==> src/source/trap_cause_pkg.sv <==
////////////////////////////////////////////////////////////////////////////
// Exception codes watched by the trap return address monitor, and the
// slot that each cause occupies in every per-cause vector
// Slot order is also the retirement priority order, highest first
// Only synchronous exceptions are covered; interrupts never own a slot
////////////////////////////////////////////////////////////////////////////

package trap_cause_pkg;

  // Number of monitored exception causes
  localparam int unsigned N_CAUSES = 5;

  // Slot index of each cause
  // Lower index wins when one retirement raises several causes
  localparam int unsigned SLOT_MPU     = 0;
  localparam int unsigned SLOT_BUS     = 1;
  localparam int unsigned SLOT_ILLEGAL = 2;
  localparam int unsigned SLOT_ECALL   = 3;
  localparam int unsigned SLOT_EBREAK  = 4;

  // Exception code field of mcause as presented on a cause save
  typedef logic [10:0] cause_code_t;

  // Architectural codes, bus fault uses the custom code of the core
  localparam cause_code_t CAUSE_INSTR_FAULT     = 11'h001;
  localparam cause_code_t CAUSE_ILLEGAL_INSN    = 11'h002;
  localparam cause_code_t CAUSE_BREAKPOINT      = 11'h003;
  localparam cause_code_t CAUSE_ECALL_MMODE     = 11'h00B;
  localparam cause_code_t CAUSE_INSTR_BUS_FAULT = 11'h018;

  // Code that a cause save must carry to land in each slot
  // Entries must stay distinct, otherwise one save would hit two slots
  localparam cause_code_t SLOT_CAUSE [N_CAUSES] = '{
    CAUSE_INSTR_FAULT,
    CAUSE_INSTR_BUS_FAULT,
    CAUSE_ILLEGAL_INSN,
    CAUSE_ECALL_MMODE,
    CAUSE_BREAKPOINT
  };

endpackage

==> src/source/monitor_types_pkg.sv <==
////////////////////////////////////////////////////////////////////////////
// Types shared by the blocks of the trap return address monitor
// Vector width follows the cause count in the cause package, so that
// package has to be compiled first
////////////////////////////////////////////////////////////////////////////

package monitor_types_pkg;

  // One bit per monitored cause, indexed by slot number
  typedef logic [trap_cause_pkg::N_CAUSES-1:0] cause_vec_t;

  // Progress of one cause slot
  // WAIT     nothing captured yet
  // GOT_EXP  trapping PC captured, still waiting for the mepc write
  // GOT_ACT  mepc write captured, still waiting for the retirement
  // DECIDED  both sides captured and compared, held until reset
  typedef enum logic [1:0] {
    SLOT_WAIT    = 2'b00,
    SLOT_GOT_EXP = 2'b01,
    SLOT_GOT_ACT = 2'b10,
    SLOT_DECIDED = 2'b11
  } slot_state_e;

endpackage

==> src/source/trap_slot_if.sv <==
////////////////////////////////////////////////////////////////////////////
// Per-cause link between the classifier, one cause slot and the
// collector
// Strobes are single-cycle and sampled on the rising clock edge
// There is no handshake, a slot takes a strobe in every cycle
////////////////////////////////////////////////////////////////////////////

interface trap_slot_if #(
  parameter int unsigned PC_W = 32
);

  // Retirement that should trap with this slot's cause
  logic            exp_valid;
  logic [PC_W-1:0] exp_pc;

  // Cause save carrying this slot's code, with the mepc being written
  logic            act_valid;
  logic [PC_W-1:0] act_mepc;

  // Verdict levels, match only means something while done is high
  logic            done;
  logic            match;

  modport feeder (
    output exp_valid, exp_pc, act_valid, act_mepc
  );

  modport slot (
    input  exp_valid, exp_pc, act_valid, act_mepc,
    output done, match
  );

  modport drain (
    input done, match
  );

endinterface

==> src/source/retire_classifier.sv <==
////////////////////////////////////////////////////////////////////////////
// Turns writeback retirements and cause saves into per-slot strobes
// Purely combinational, the strobes appear in the cycle of the inputs
// clk and rst_ni only clock the built-in check
// At most one cause is picked per retirement; a retirement is dropped
// while an interrupt, debug request or NMI is being taken
////////////////////////////////////////////////////////////////////////////

module retire_classifier #(
  parameter int unsigned PC_W = 32
) (
  input  logic                        clk,
  input  logic                        rst_ni,

  // Instruction retiring at writeback and its exception flags
  input  logic                        retire_valid,
  input  logic [PC_W-1:0]             retire_pc,
  input  logic                        retire_illegal,
  input  logic                        retire_ecall,
  input  logic                        retire_ebreak,
  input  logic                        retire_bus_err,
  input  logic                        retire_mpu_err,

  // Events that take precedence over a synchronous exception
  input  logic                        irq_ack,
  input  logic                        debug_req,
  input  logic                        nmi_pending,
  input  logic                        debug_entry,

  // Cause save strobe of the CSR block
  input  logic                        csr_save_cause,
  input  logic                        cause_interrupt,
  input  trap_cause_pkg::cause_code_t cause_code,
  input  logic [PC_W-1:0]             mepc_next,

  trap_slot_if.feeder                 slots [trap_cause_pkg::N_CAUSES]
);

  monitor_types_pkg::cause_vec_t raw_flags;
  monitor_types_pkg::cause_vec_t pick;
  monitor_types_pkg::cause_vec_t exp_sel;
  monitor_types_pkg::cause_vec_t act_sel;
  logic                          retire_ok;
  logic                          exc_ok;
  logic                          save_ok;

  //////////////////////////////////////////////////////////////////////////
  // Expected side
  //////////////////////////////////////////////////////////////////////////

  // Gather the flags in slot order so that the lowest set bit is the winner
  always_comb begin
    raw_flags                               = '0;
    raw_flags[trap_cause_pkg::SLOT_MPU]     = retire_mpu_err;
    raw_flags[trap_cause_pkg::SLOT_BUS]     = retire_bus_err;
    raw_flags[trap_cause_pkg::SLOT_ILLEGAL] = retire_illegal;
    raw_flags[trap_cause_pkg::SLOT_ECALL]   = retire_ecall;
    raw_flags[trap_cause_pkg::SLOT_EBREAK]  = retire_ebreak;
  end

  // Isolate the lowest set bit, which is the highest priority cause
  assign pick = raw_flags & (~raw_flags + monitor_types_pkg::cause_vec_t'(1));

  // Interrupt ack, taken debug request and pending NMI all win over a trap
  assign retire_ok = retire_valid && !irq_ack && !debug_req && !nmi_pending;

  // Debug entry suppresses everything except EBREAK
  assign exc_ok = retire_ok && !debug_entry;

  always_comb begin
    exp_sel                              = exc_ok ? pick : '0;
    exp_sel[trap_cause_pkg::SLOT_EBREAK] = pick[trap_cause_pkg::SLOT_EBREAK] && retire_ok;
  end

  //////////////////////////////////////////////////////////////////////////
  // Actual side and slot drive
  //////////////////////////////////////////////////////////////////////////

  // Saves made for an interrupt carry no exception mepc
  assign save_ok = csr_save_cause && !cause_interrupt;

  for (genvar g = 0; g < trap_cause_pkg::N_CAUSES; g++) begin : gen_feed
    assign act_sel[g] = save_ok && (cause_code == trap_cause_pkg::SLOT_CAUSE[g]);

    // Values go to every slot, the strobes pick the one that captures
    assign slots[g].exp_valid = exp_sel[g];
    assign slots[g].exp_pc    = retire_pc;
    assign slots[g].act_valid = act_sel[g];
    assign slots[g].act_mepc  = mepc_next;
  end

  // Priority pick and the distinct codes of the slot table together keep
  // every strobe vector one-hot, so no event is ever counted twice
  a_one_strobe_per_side : assert property (
    @(posedge clk) disable iff (!rst_ni)
    $onehot0(exp_sel) && $onehot0(act_sel)
  );

endmodule

==> src/source/cause_slot.sv <==
////////////////////////////////////////////////////////////////////////////
// First-occurrence capture and compare for one exception cause
// Only the first strobe of each side is kept, later ones are ignored
// until reset; the verdict is final once done rises
// done and match go high one cycle after the second capture
////////////////////////////////////////////////////////////////////////////

module cause_slot #(
  parameter int unsigned PC_W = 32
) (
  input logic       clk,
  input logic       rst_ni,
  trap_slot_if.slot slot
);

  monitor_types_pkg::slot_state_e state_q;
  monitor_types_pkg::slot_state_e state_d;
  logic [PC_W-1:0]                exp_pc_q;
  logic [PC_W-1:0]                act_mepc_q;
  logic [PC_W-1:0]                cmp_exp;
  logic [PC_W-1:0]                cmp_act;
  logic                           have_exp;
  logic                           have_act;
  logic                           take_exp;
  logic                           take_act;
  logic                           match_q;

  // Which sides are already held
  assign have_exp = (state_q == monitor_types_pkg::SLOT_GOT_EXP) ||
                    (state_q == monitor_types_pkg::SLOT_DECIDED);
  assign have_act = (state_q == monitor_types_pkg::SLOT_GOT_ACT) ||
                    (state_q == monitor_types_pkg::SLOT_DECIDED);

  // A strobe is only taken while its side is still empty
  assign take_exp = slot.exp_valid && !have_exp;
  assign take_act = slot.act_valid && !have_act;

  //////////////////////////////////////////////////////////////////////////
  // State machine
  //////////////////////////////////////////////////////////////////////////

  always_comb begin
    state_d = state_q;
    unique case (state_q)
      monitor_types_pkg::SLOT_WAIT: begin
        if (take_exp && take_act) begin
          state_d = monitor_types_pkg::SLOT_DECIDED;
        end else if (take_exp) begin
          state_d = monitor_types_pkg::SLOT_GOT_EXP;
        end else if (take_act) begin
          state_d = monitor_types_pkg::SLOT_GOT_ACT;
        end
      end
      monitor_types_pkg::SLOT_GOT_EXP: begin
        if (take_act) begin
          state_d = monitor_types_pkg::SLOT_DECIDED;
        end
      end
      monitor_types_pkg::SLOT_GOT_ACT: begin
        if (take_exp) begin
          state_d = monitor_types_pkg::SLOT_DECIDED;
        end
      end
      // Decided is terminal until reset
      default: state_d = state_q;
    endcase
  end

  // The value arriving this cycle counts as captured for the compare
  assign cmp_exp = take_exp ? slot.exp_pc : exp_pc_q;
  assign cmp_act = take_act ? slot.act_mepc : act_mepc_q;

  always_ff @(posedge clk or negedge rst_ni) begin
    if (!rst_ni) begin
      state_q <= monitor_types_pkg::SLOT_WAIT;
      match_q <= 1'b0;
    end else begin
      state_q <= state_d;
      // Compare once, on the edge that enters the decided state
      if ((state_d == monitor_types_pkg::SLOT_DECIDED) &&
          (state_q != monitor_types_pkg::SLOT_DECIDED)) begin
        match_q <= (cmp_exp == cmp_act);
      end
    end
  end

  always_ff @(posedge clk) begin
    if (take_exp) begin
      exp_pc_q <= slot.exp_pc;
    end
    if (take_act) begin
      act_mepc_q <= slot.act_mepc;
    end
  end

  assign slot.done  = (state_q == monitor_types_pkg::SLOT_DECIDED);
  assign slot.match = match_q;

  // The collector counts each decision once, so it must never be revised
  a_verdict_sticky : assert property (
    @(posedge clk) disable iff (!rst_ni)
    slot.done |=> slot.done && $stable(slot.match)
  );

endmodule

==> src/source/verdict_collector.sv <==
////////////////////////////////////////////////////////////////////////////
// Collects the slot verdicts into vectors, pulses on each new mismatch
// The pulse and the count update one cycle after a slot's done rises
// with match low; error_count saturates at its maximum value
////////////////////////////////////////////////////////////////////////////

module verdict_collector #(
  parameter int unsigned ERR_CNT_W = 4
) (
  input  logic                          clk,
  input  logic                          rst_ni,
  trap_slot_if.drain                    slots [trap_cause_pkg::N_CAUSES],
  output monitor_types_pkg::cause_vec_t cause_done,
  output monitor_types_pkg::cause_vec_t cause_match,
  output logic                          mismatch_pulse,
  output logic [ERR_CNT_W-1:0]          error_count
);

  // Width of the per-cycle mismatch count and of the unclipped sum
  localparam int unsigned NB_W  = $clog2(trap_cause_pkg::N_CAUSES + 1);
  localparam int unsigned SUM_W = ERR_CNT_W + NB_W;

  monitor_types_pkg::cause_vec_t done_q;
  monitor_types_pkg::cause_vec_t new_bad;
  logic [NB_W-1:0]               bad_cnt;
  logic [SUM_W-1:0]              sum;
  logic                          any_new_bad;

  for (genvar g = 0; g < trap_cause_pkg::N_CAUSES; g++) begin : gen_drain
    assign cause_done[g]  = slots[g].done;
    assign cause_match[g] = slots[g].match;
  end

  // A decision is new in the first cycle its done bit is seen high
  assign new_bad     = cause_done & ~done_q & ~cause_match;
  assign any_new_bad = |new_bad;

  always_comb begin
    bad_cnt = '0;
    for (int i = 0; i < trap_cause_pkg::N_CAUSES; i++) begin
      bad_cnt = bad_cnt + NB_W'(new_bad[i]);
    end
  end

  assign sum = SUM_W'(error_count) + SUM_W'(bad_cnt);

  always_ff @(posedge clk or negedge rst_ni) begin
    if (!rst_ni) begin
      done_q         <= '0;
      mismatch_pulse <= 1'b0;
      error_count    <= '0;
    end else begin
      done_q         <= cause_done;
      mismatch_pulse <= any_new_bad;
      // Clip at all ones rather than wrap
      if (sum > SUM_W'({ERR_CNT_W{1'b1}})) begin
        error_count <= '1;
      end else begin
        error_count <= sum[ERR_CNT_W-1:0];
      end
    end
  end

  // Back-to-back pulses need a newly decided mismatching slot in both earlier cycles
  a_pulse_needs_new_bad : assert property (
    @(posedge clk) disable iff (!rst_ni)
    mismatch_pulse && $past(mismatch_pulse) |->
      (|($past(cause_done) & ~$past(cause_match) & ~$past(cause_done, 2))) &&
      (|($past(cause_done, 2) & ~$past(cause_match, 2) & ~$past(cause_done, 3)))
  );

endmodule

==> src/source/trap_mepc_monitor.sv <==
////////////////////////////////////////////////////////////////////////////
// Trap return address monitor, checks for each synchronous exception
// cause that the first mepc written equals the PC of the first
// retirement that should trap with that cause
// Only the first pair per cause is judged, rst_ni rearms all slots
// cause_done follows the second capture by one cycle, mismatch_pulse
// by two; PC_W may be 32 or 64
////////////////////////////////////////////////////////////////////////////

module trap_mepc_monitor #(
  parameter int unsigned PC_W      = 32,
  parameter int unsigned ERR_CNT_W = 4
) (
  input  logic                          clk,
  input  logic                          rst_ni,

  // Writeback retirement
  input  logic                          retire_valid,
  input  logic [PC_W-1:0]               retire_pc,
  input  logic                          retire_illegal,
  input  logic                          retire_ecall,
  input  logic                          retire_ebreak,
  input  logic                          retire_bus_err,
  input  logic                          retire_mpu_err,

  // Higher priority events
  input  logic                          irq_ack,
  input  logic                          debug_req,
  input  logic                          nmi_pending,
  input  logic                          debug_entry,

  // Cause save from the CSR block
  input  logic                          csr_save_cause,
  input  logic                          cause_interrupt,
  input  trap_cause_pkg::cause_code_t   cause_code,
  input  logic [PC_W-1:0]               mepc_next,

  // Verdicts
  output monitor_types_pkg::cause_vec_t cause_done,
  output monitor_types_pkg::cause_vec_t cause_match,
  output logic                          mismatch_pulse,
  output logic [ERR_CNT_W-1:0]          error_count
);

  // One link per cause slot
  trap_slot_if #(.PC_W(PC_W)) slot_bus [trap_cause_pkg::N_CAUSES] ();

  retire_classifier #(
    .PC_W (PC_W)
  ) classifier_i (
    .clk             (clk),
    .rst_ni          (rst_ni),
    .retire_valid    (retire_valid),
    .retire_pc       (retire_pc),
    .retire_illegal  (retire_illegal),
    .retire_ecall    (retire_ecall),
    .retire_ebreak   (retire_ebreak),
    .retire_bus_err  (retire_bus_err),
    .retire_mpu_err  (retire_mpu_err),
    .irq_ack         (irq_ack),
    .debug_req       (debug_req),
    .nmi_pending     (nmi_pending),
    .debug_entry     (debug_entry),
    .csr_save_cause  (csr_save_cause),
    .cause_interrupt (cause_interrupt),
    .cause_code      (cause_code),
    .mepc_next       (mepc_next),
    .slots           (slot_bus)
  );

  // Slot g judges the cause at slot index g of the cause package
  for (genvar g = 0; g < trap_cause_pkg::N_CAUSES; g++) begin : gen_slot
    cause_slot #(
      .PC_W (PC_W)
    ) slot_i (
      .clk    (clk),
      .rst_ni (rst_ni),
      .slot   (slot_bus[g])
    );
  end

  verdict_collector #(
    .ERR_CNT_W (ERR_CNT_W)
  ) collector_i (
    .clk            (clk),
    .rst_ni         (rst_ni),
    .slots          (slot_bus),
    .cause_done     (cause_done),
    .cause_match    (cause_match),
    .mismatch_pulse (mismatch_pulse),
    .error_count    (error_count)
  );

endmodule

==> config.mk <==
export PLATFORM = sky130hd
export DESIGN_NAME = trap_mepc_monitor
export DESIGN_NICKNAME = d
export VERILOG_FILES = /design/src/source/trap_cause_pkg.sv /design/src/source/monitor_types_pkg.sv /design/src/source/trap_slot_if.sv /design/src/source/retire_classifier.sv /design/src/source/cause_slot.sv /design/src/source/verdict_collector.sv /design/src/source/trap_mepc_monitor.sv
export SDC_FILE = /design/constraint.sdc
export NUM_CORES = 1
export LEC_CHECK = 0
export ABC_AREA = 1
export BUFFER_PORTS_ARGS = -buffer_cell sky130_fd_sc_hd__buf_2
export CORE_AREA = 4 4 238 217
export CTS_CLUSTER_DIAMETER = 100
export DETAILED_ROUTE_END_ITERATION = 12
export DIE_AREA = 0 0 242 221
export MAX_ROUTING_LAYER = met4
export PLACE_DENSITY = 0.52
export RECOVER_POWER = 50
export SKIP_LAST_GASP = 1
export SLEW_MARGIN = 15
export SYNTH_ARGS = -nofsm -noshare
export SYNTH_HDL_FRONTEND = slang
export SYNTH_SLANG_ARGS = --single-unit
==> constraint.sdc <==
create_clock -name clk -period 5.5 [get_ports clk]
set_input_delay 0.55 -clock clk [delete_from_list [all_inputs] [get_ports clk]]
set_output_delay 0.55 -clock clk [all_outputs]
set_load 0.03 [all_outputs]
==> summary.txt <==
Run status
  – Status: complete, but fails checks
  – Failing checks: max-capacitance violations, max-slew violations

Die
  – Die ar.: 53480 sq um
  – Die Span X: 242 um
  – Die height: 221 um
  – Row cnt: 77
  – Starting Density: 34.76%
  – Io pins: 104
  – Core ar.: 48940 sq um

Global route
  – GRT busiest layer: met1
  – Initial antenna violation count: 2
  – Met3 usage: 3.244%
  – Total track usage: 21.66%
  – Met2 Track Usage GR: 31.05%
  – First-pass GRT wire length: 87.69 mm
  – Routing usage on met1: 32.31%
  – Vias in the first global route: 14370
  – Pin count of the biggest net entering global routing: 75
  – Grt ovf: 0

Route
  – Drt via density: 4.724
  – ANT nets after route: 0
  – Drt pass-1 iters: 5
  – Vias: 16010
  – Wirelength per Cell: 17.02 um
  – 1st-iter DRT viols: 1239
  – Routed wire length: 57.71 mm
  – Drc violations: 0

Min path
  – Class of the worst hold path: input pin to flop
  – Hold Path Cell Cnt: 3

Cells and area
  – Area growth from synthesis to layout: 12.66%
  – Nets@finish: 2822
  – Share of post-route cells with drive strength above 1: 7.472%
  – Final Instance Area: 19170 sq um
  – Utilization after layout: 39.16%

Clocking
  – CTS clk-pin slew, worst paths: 0.06 ns
  – Hold Buf Count CTS: 0
  – Worst-skew pair later-pin latency: 0.55 ns
  – CTS tree: yes
  – CTS sink count: 345
  – TritonCTS buffer count: 42
  – Worst-case clock buffer depth: 3
  – # Post-CTS Setup Buffers: 0
  – Clock Root Buffer: clkbuf_16
  – H-tree depth: 2
  – CTS-repair resized insts: 0

Critical path
  – R2R Setup Slk: 1.50 ns
  – Critical Path Sink Type: flop
  – Worst EP arrival: 4.54 ns
  – Critical path class: input pin to flop
  – Worst setup SP type: input pin
  – Crit path max fanout: 26
  – WP data required: 5.98 ns
  – Worst reg2reg path depth: 12

Logic synthesis
  – Net count after synthesis: 2757
  – Yosys top cell area share: 37.66%
  – Dominant cell type by area after synthesis: dfxtp_1
  – Top post-synthesis cells by area: dfxtp_1 (38%), nand2_1 (23%), inv_1 (11%), o21ai_0 (5.1%), dfrtp_1 (3.7%)
  – Avg Inst Size Synth: 6.398 sq um
  – Yosys warnings: 0
  – Seq/Total Area, Yosys: 41.33%
  – Synth Instances: 2659
  – Seq cells post-synth: 345
  – Synth cell types: 30
  – Cell area after synthesis: 17010 sq um

STA
  – Hold Fails Final Rpt: 0
  – Worst setup margin: 1.443 ns
  – Setup Skew: 0.01640 ns
  – RSZ-0062 raised after global routing: false
  – Slew margin rel.: -30.03%
  – Period minus WS final: 4.057 ns
  – Final Max Slew Viols: 115
  – Count of final setup violators: 0
  – Fmax achieved: 246.5 MHz
  – Setup_tns: 0 ns
  – Worst slew pin tran: 1.950 ns
  – Fin crit share: 73.77%

Placement
  – Placed wire-length estimate: 42.63 mm
  – Placed cell areas: 17900 sq um
  – Final GP Congestion: 0.8778
  – Post-Place Worst Slack: 1.639 ns
  – Port Buffers: 103

Flow run
  – Max Cap Viol: 4

Power
  – PwrDens: 286.2 nW/um^2
  – VDD IR max: 0.2394 mV
  – P_leak: 0.009840 uW
-- synth_stat cells --
cell,n
o21ai_1,105
nor2_1,149
nor3_2,1
buf_2,54
nand2_1,1043
nand2_2,7
nand3_2,4
buf_4,16
nand3_1,96
inv_2,9
nand4_1,77
a21oi_1,6
xor2_1,2
o21ai_0,175
xnor2_1,8
dfxtp_1,320
nor3_1,3
dfrtp_1,25
fa_1,3
ha_1,6
or2_2,1
buf_6,8
nor2_8,1
nand3_4,3
inv_1,477
clkbuf_1,23
nor2_2,7
nor2_4,10
clkinv_1,4
o21ai_2,16
-- critical path, cell delays in order --
cell and delay [ns]:
buf_2 0.09, nor2_1 0.18, nand2_1 0.08, nor2_1 0.84, nand3_1 1.07, o21ai_0 0.67, inv_1 0.08, nand2_1 0.07
nand2_1 0.06, nor2_1 0.28, nand3_1 0.22, nor2_1 0.17, nand2_1 0.09, nand2_1 0.06
-- final cells by class --
type / instances / area, sq um
Fill cell: 5311 / 29770
Multi-Input combinational cell: 1723 / 7493
Timing Repair Buffer: 122 / 609.3
Sequential cell: 345 / 7032
Antenna cell: 1 / 2.502
Tap cell: 632 / 790.8
Inverter: 490 / 1839
Clock inverter: 11 / 117.6
Clock buffer: 66 / 1282
-- registers in the layout (all words and copies together), names as in the netlist --
register	count
gen_slot.slot_i.act_mepc_q	160
gen_slot.slot_i.exp_pc_q	160
gen_slot.slot_i.state_q	10
collector_i.done_q	5
gen_slot.slot_i.slot.match	5
collector_i.error_count	4
collector_i.mismatch_pulse	1
-- cells in the final DEF, fill, tap and decap left out, types with 2 or more instances in the layout --
cell type   instances
buf_2              85
xnor2_1             8
nor2_4              6
nand2_2             5
o21ai_0           208
dfrtp_1            25
o21ai_2            12
nand2_1          1045
clkinv_2            5
nand4_1            77
nor2_1            156
xor2_1              2
fa_1                3
nor2_2              4
clkbuf_16          43
clkinvlp_4          2
clkbuf_8           12
nand3_2             3
dfxtp_1           320
ha_1                6
clkbuf_1           36
a21oi_1             6
buf_4              12
o21ai_1            76
clkinv_1            4
nand3_1            99
nor3_1              3
inv_2               9
bufinv_16           2
inv_1             477
-- report_power, final --
part	switching (uW)	internal, uW	total (uW)
registers	0.127	2500	2500
logic	137	31.4	168
clock network	1120	1690	2820
total	1260	4230	5490
-- worst paths after layout --
path	from	end
min in group asynchronous	rst_ni	gen_slot[1].slot_i.state_q[0]$_DFF_PN0_
worst min-delay path	retire_pc[18]	gen_slot[1].slot_i.exp_pc_q[18]$_DFF_P_
worst max register to register	gen_slot[1].slot_i.state_q[1]$_DFF_PN0_	gen_slot[1].slot_i.slot.match$_DFFE_PN0P_
max in group asynchronous	rst_ni	gen_slot[3].slot_i.slot.match$_DFFE_PN0P_
worst min register to register	gen_slot[1].slot_i.exp_pc_q[8]$_DFF_P_	gen_slot[1].slot_i.exp_pc_q[8]$_DFF_P_
worst max-delay path	cause_code[7]	gen_slot[3].slot_i.slot.match$_DFFE_PN0P_
-- through the flow --
stage	total power, uW	cells	hold slack (ns)
2_1_floorplan	2596	2659	0.2544
3_3_place_gp	2726	3312	0.4382
3_5_place_dp	2726	3312	0.4431
4_1_cts	5548	3389	0.1024
5_1_grt	5663	3390	0.3266
6_report	5486	3390	0.3058
-- per-layer routing --
layer,wire (um),vias to the layer above
met4,1109,0
met2,23540,482
met5,0,-
met3,4221,75
met1,28840,7269
li1,-,8187
-- cell families after synthesis --
family	Yosys count	share of synthesized area [%]
compound gates	302	9.237
xor+xnor	10	0.5149
fa+ha+maj	9	0.7943
buf+inv	591	14.14
flops	345	41.33
simple gates	1402	33.98
Note: power is estimated with default switching activity, not from simulation.
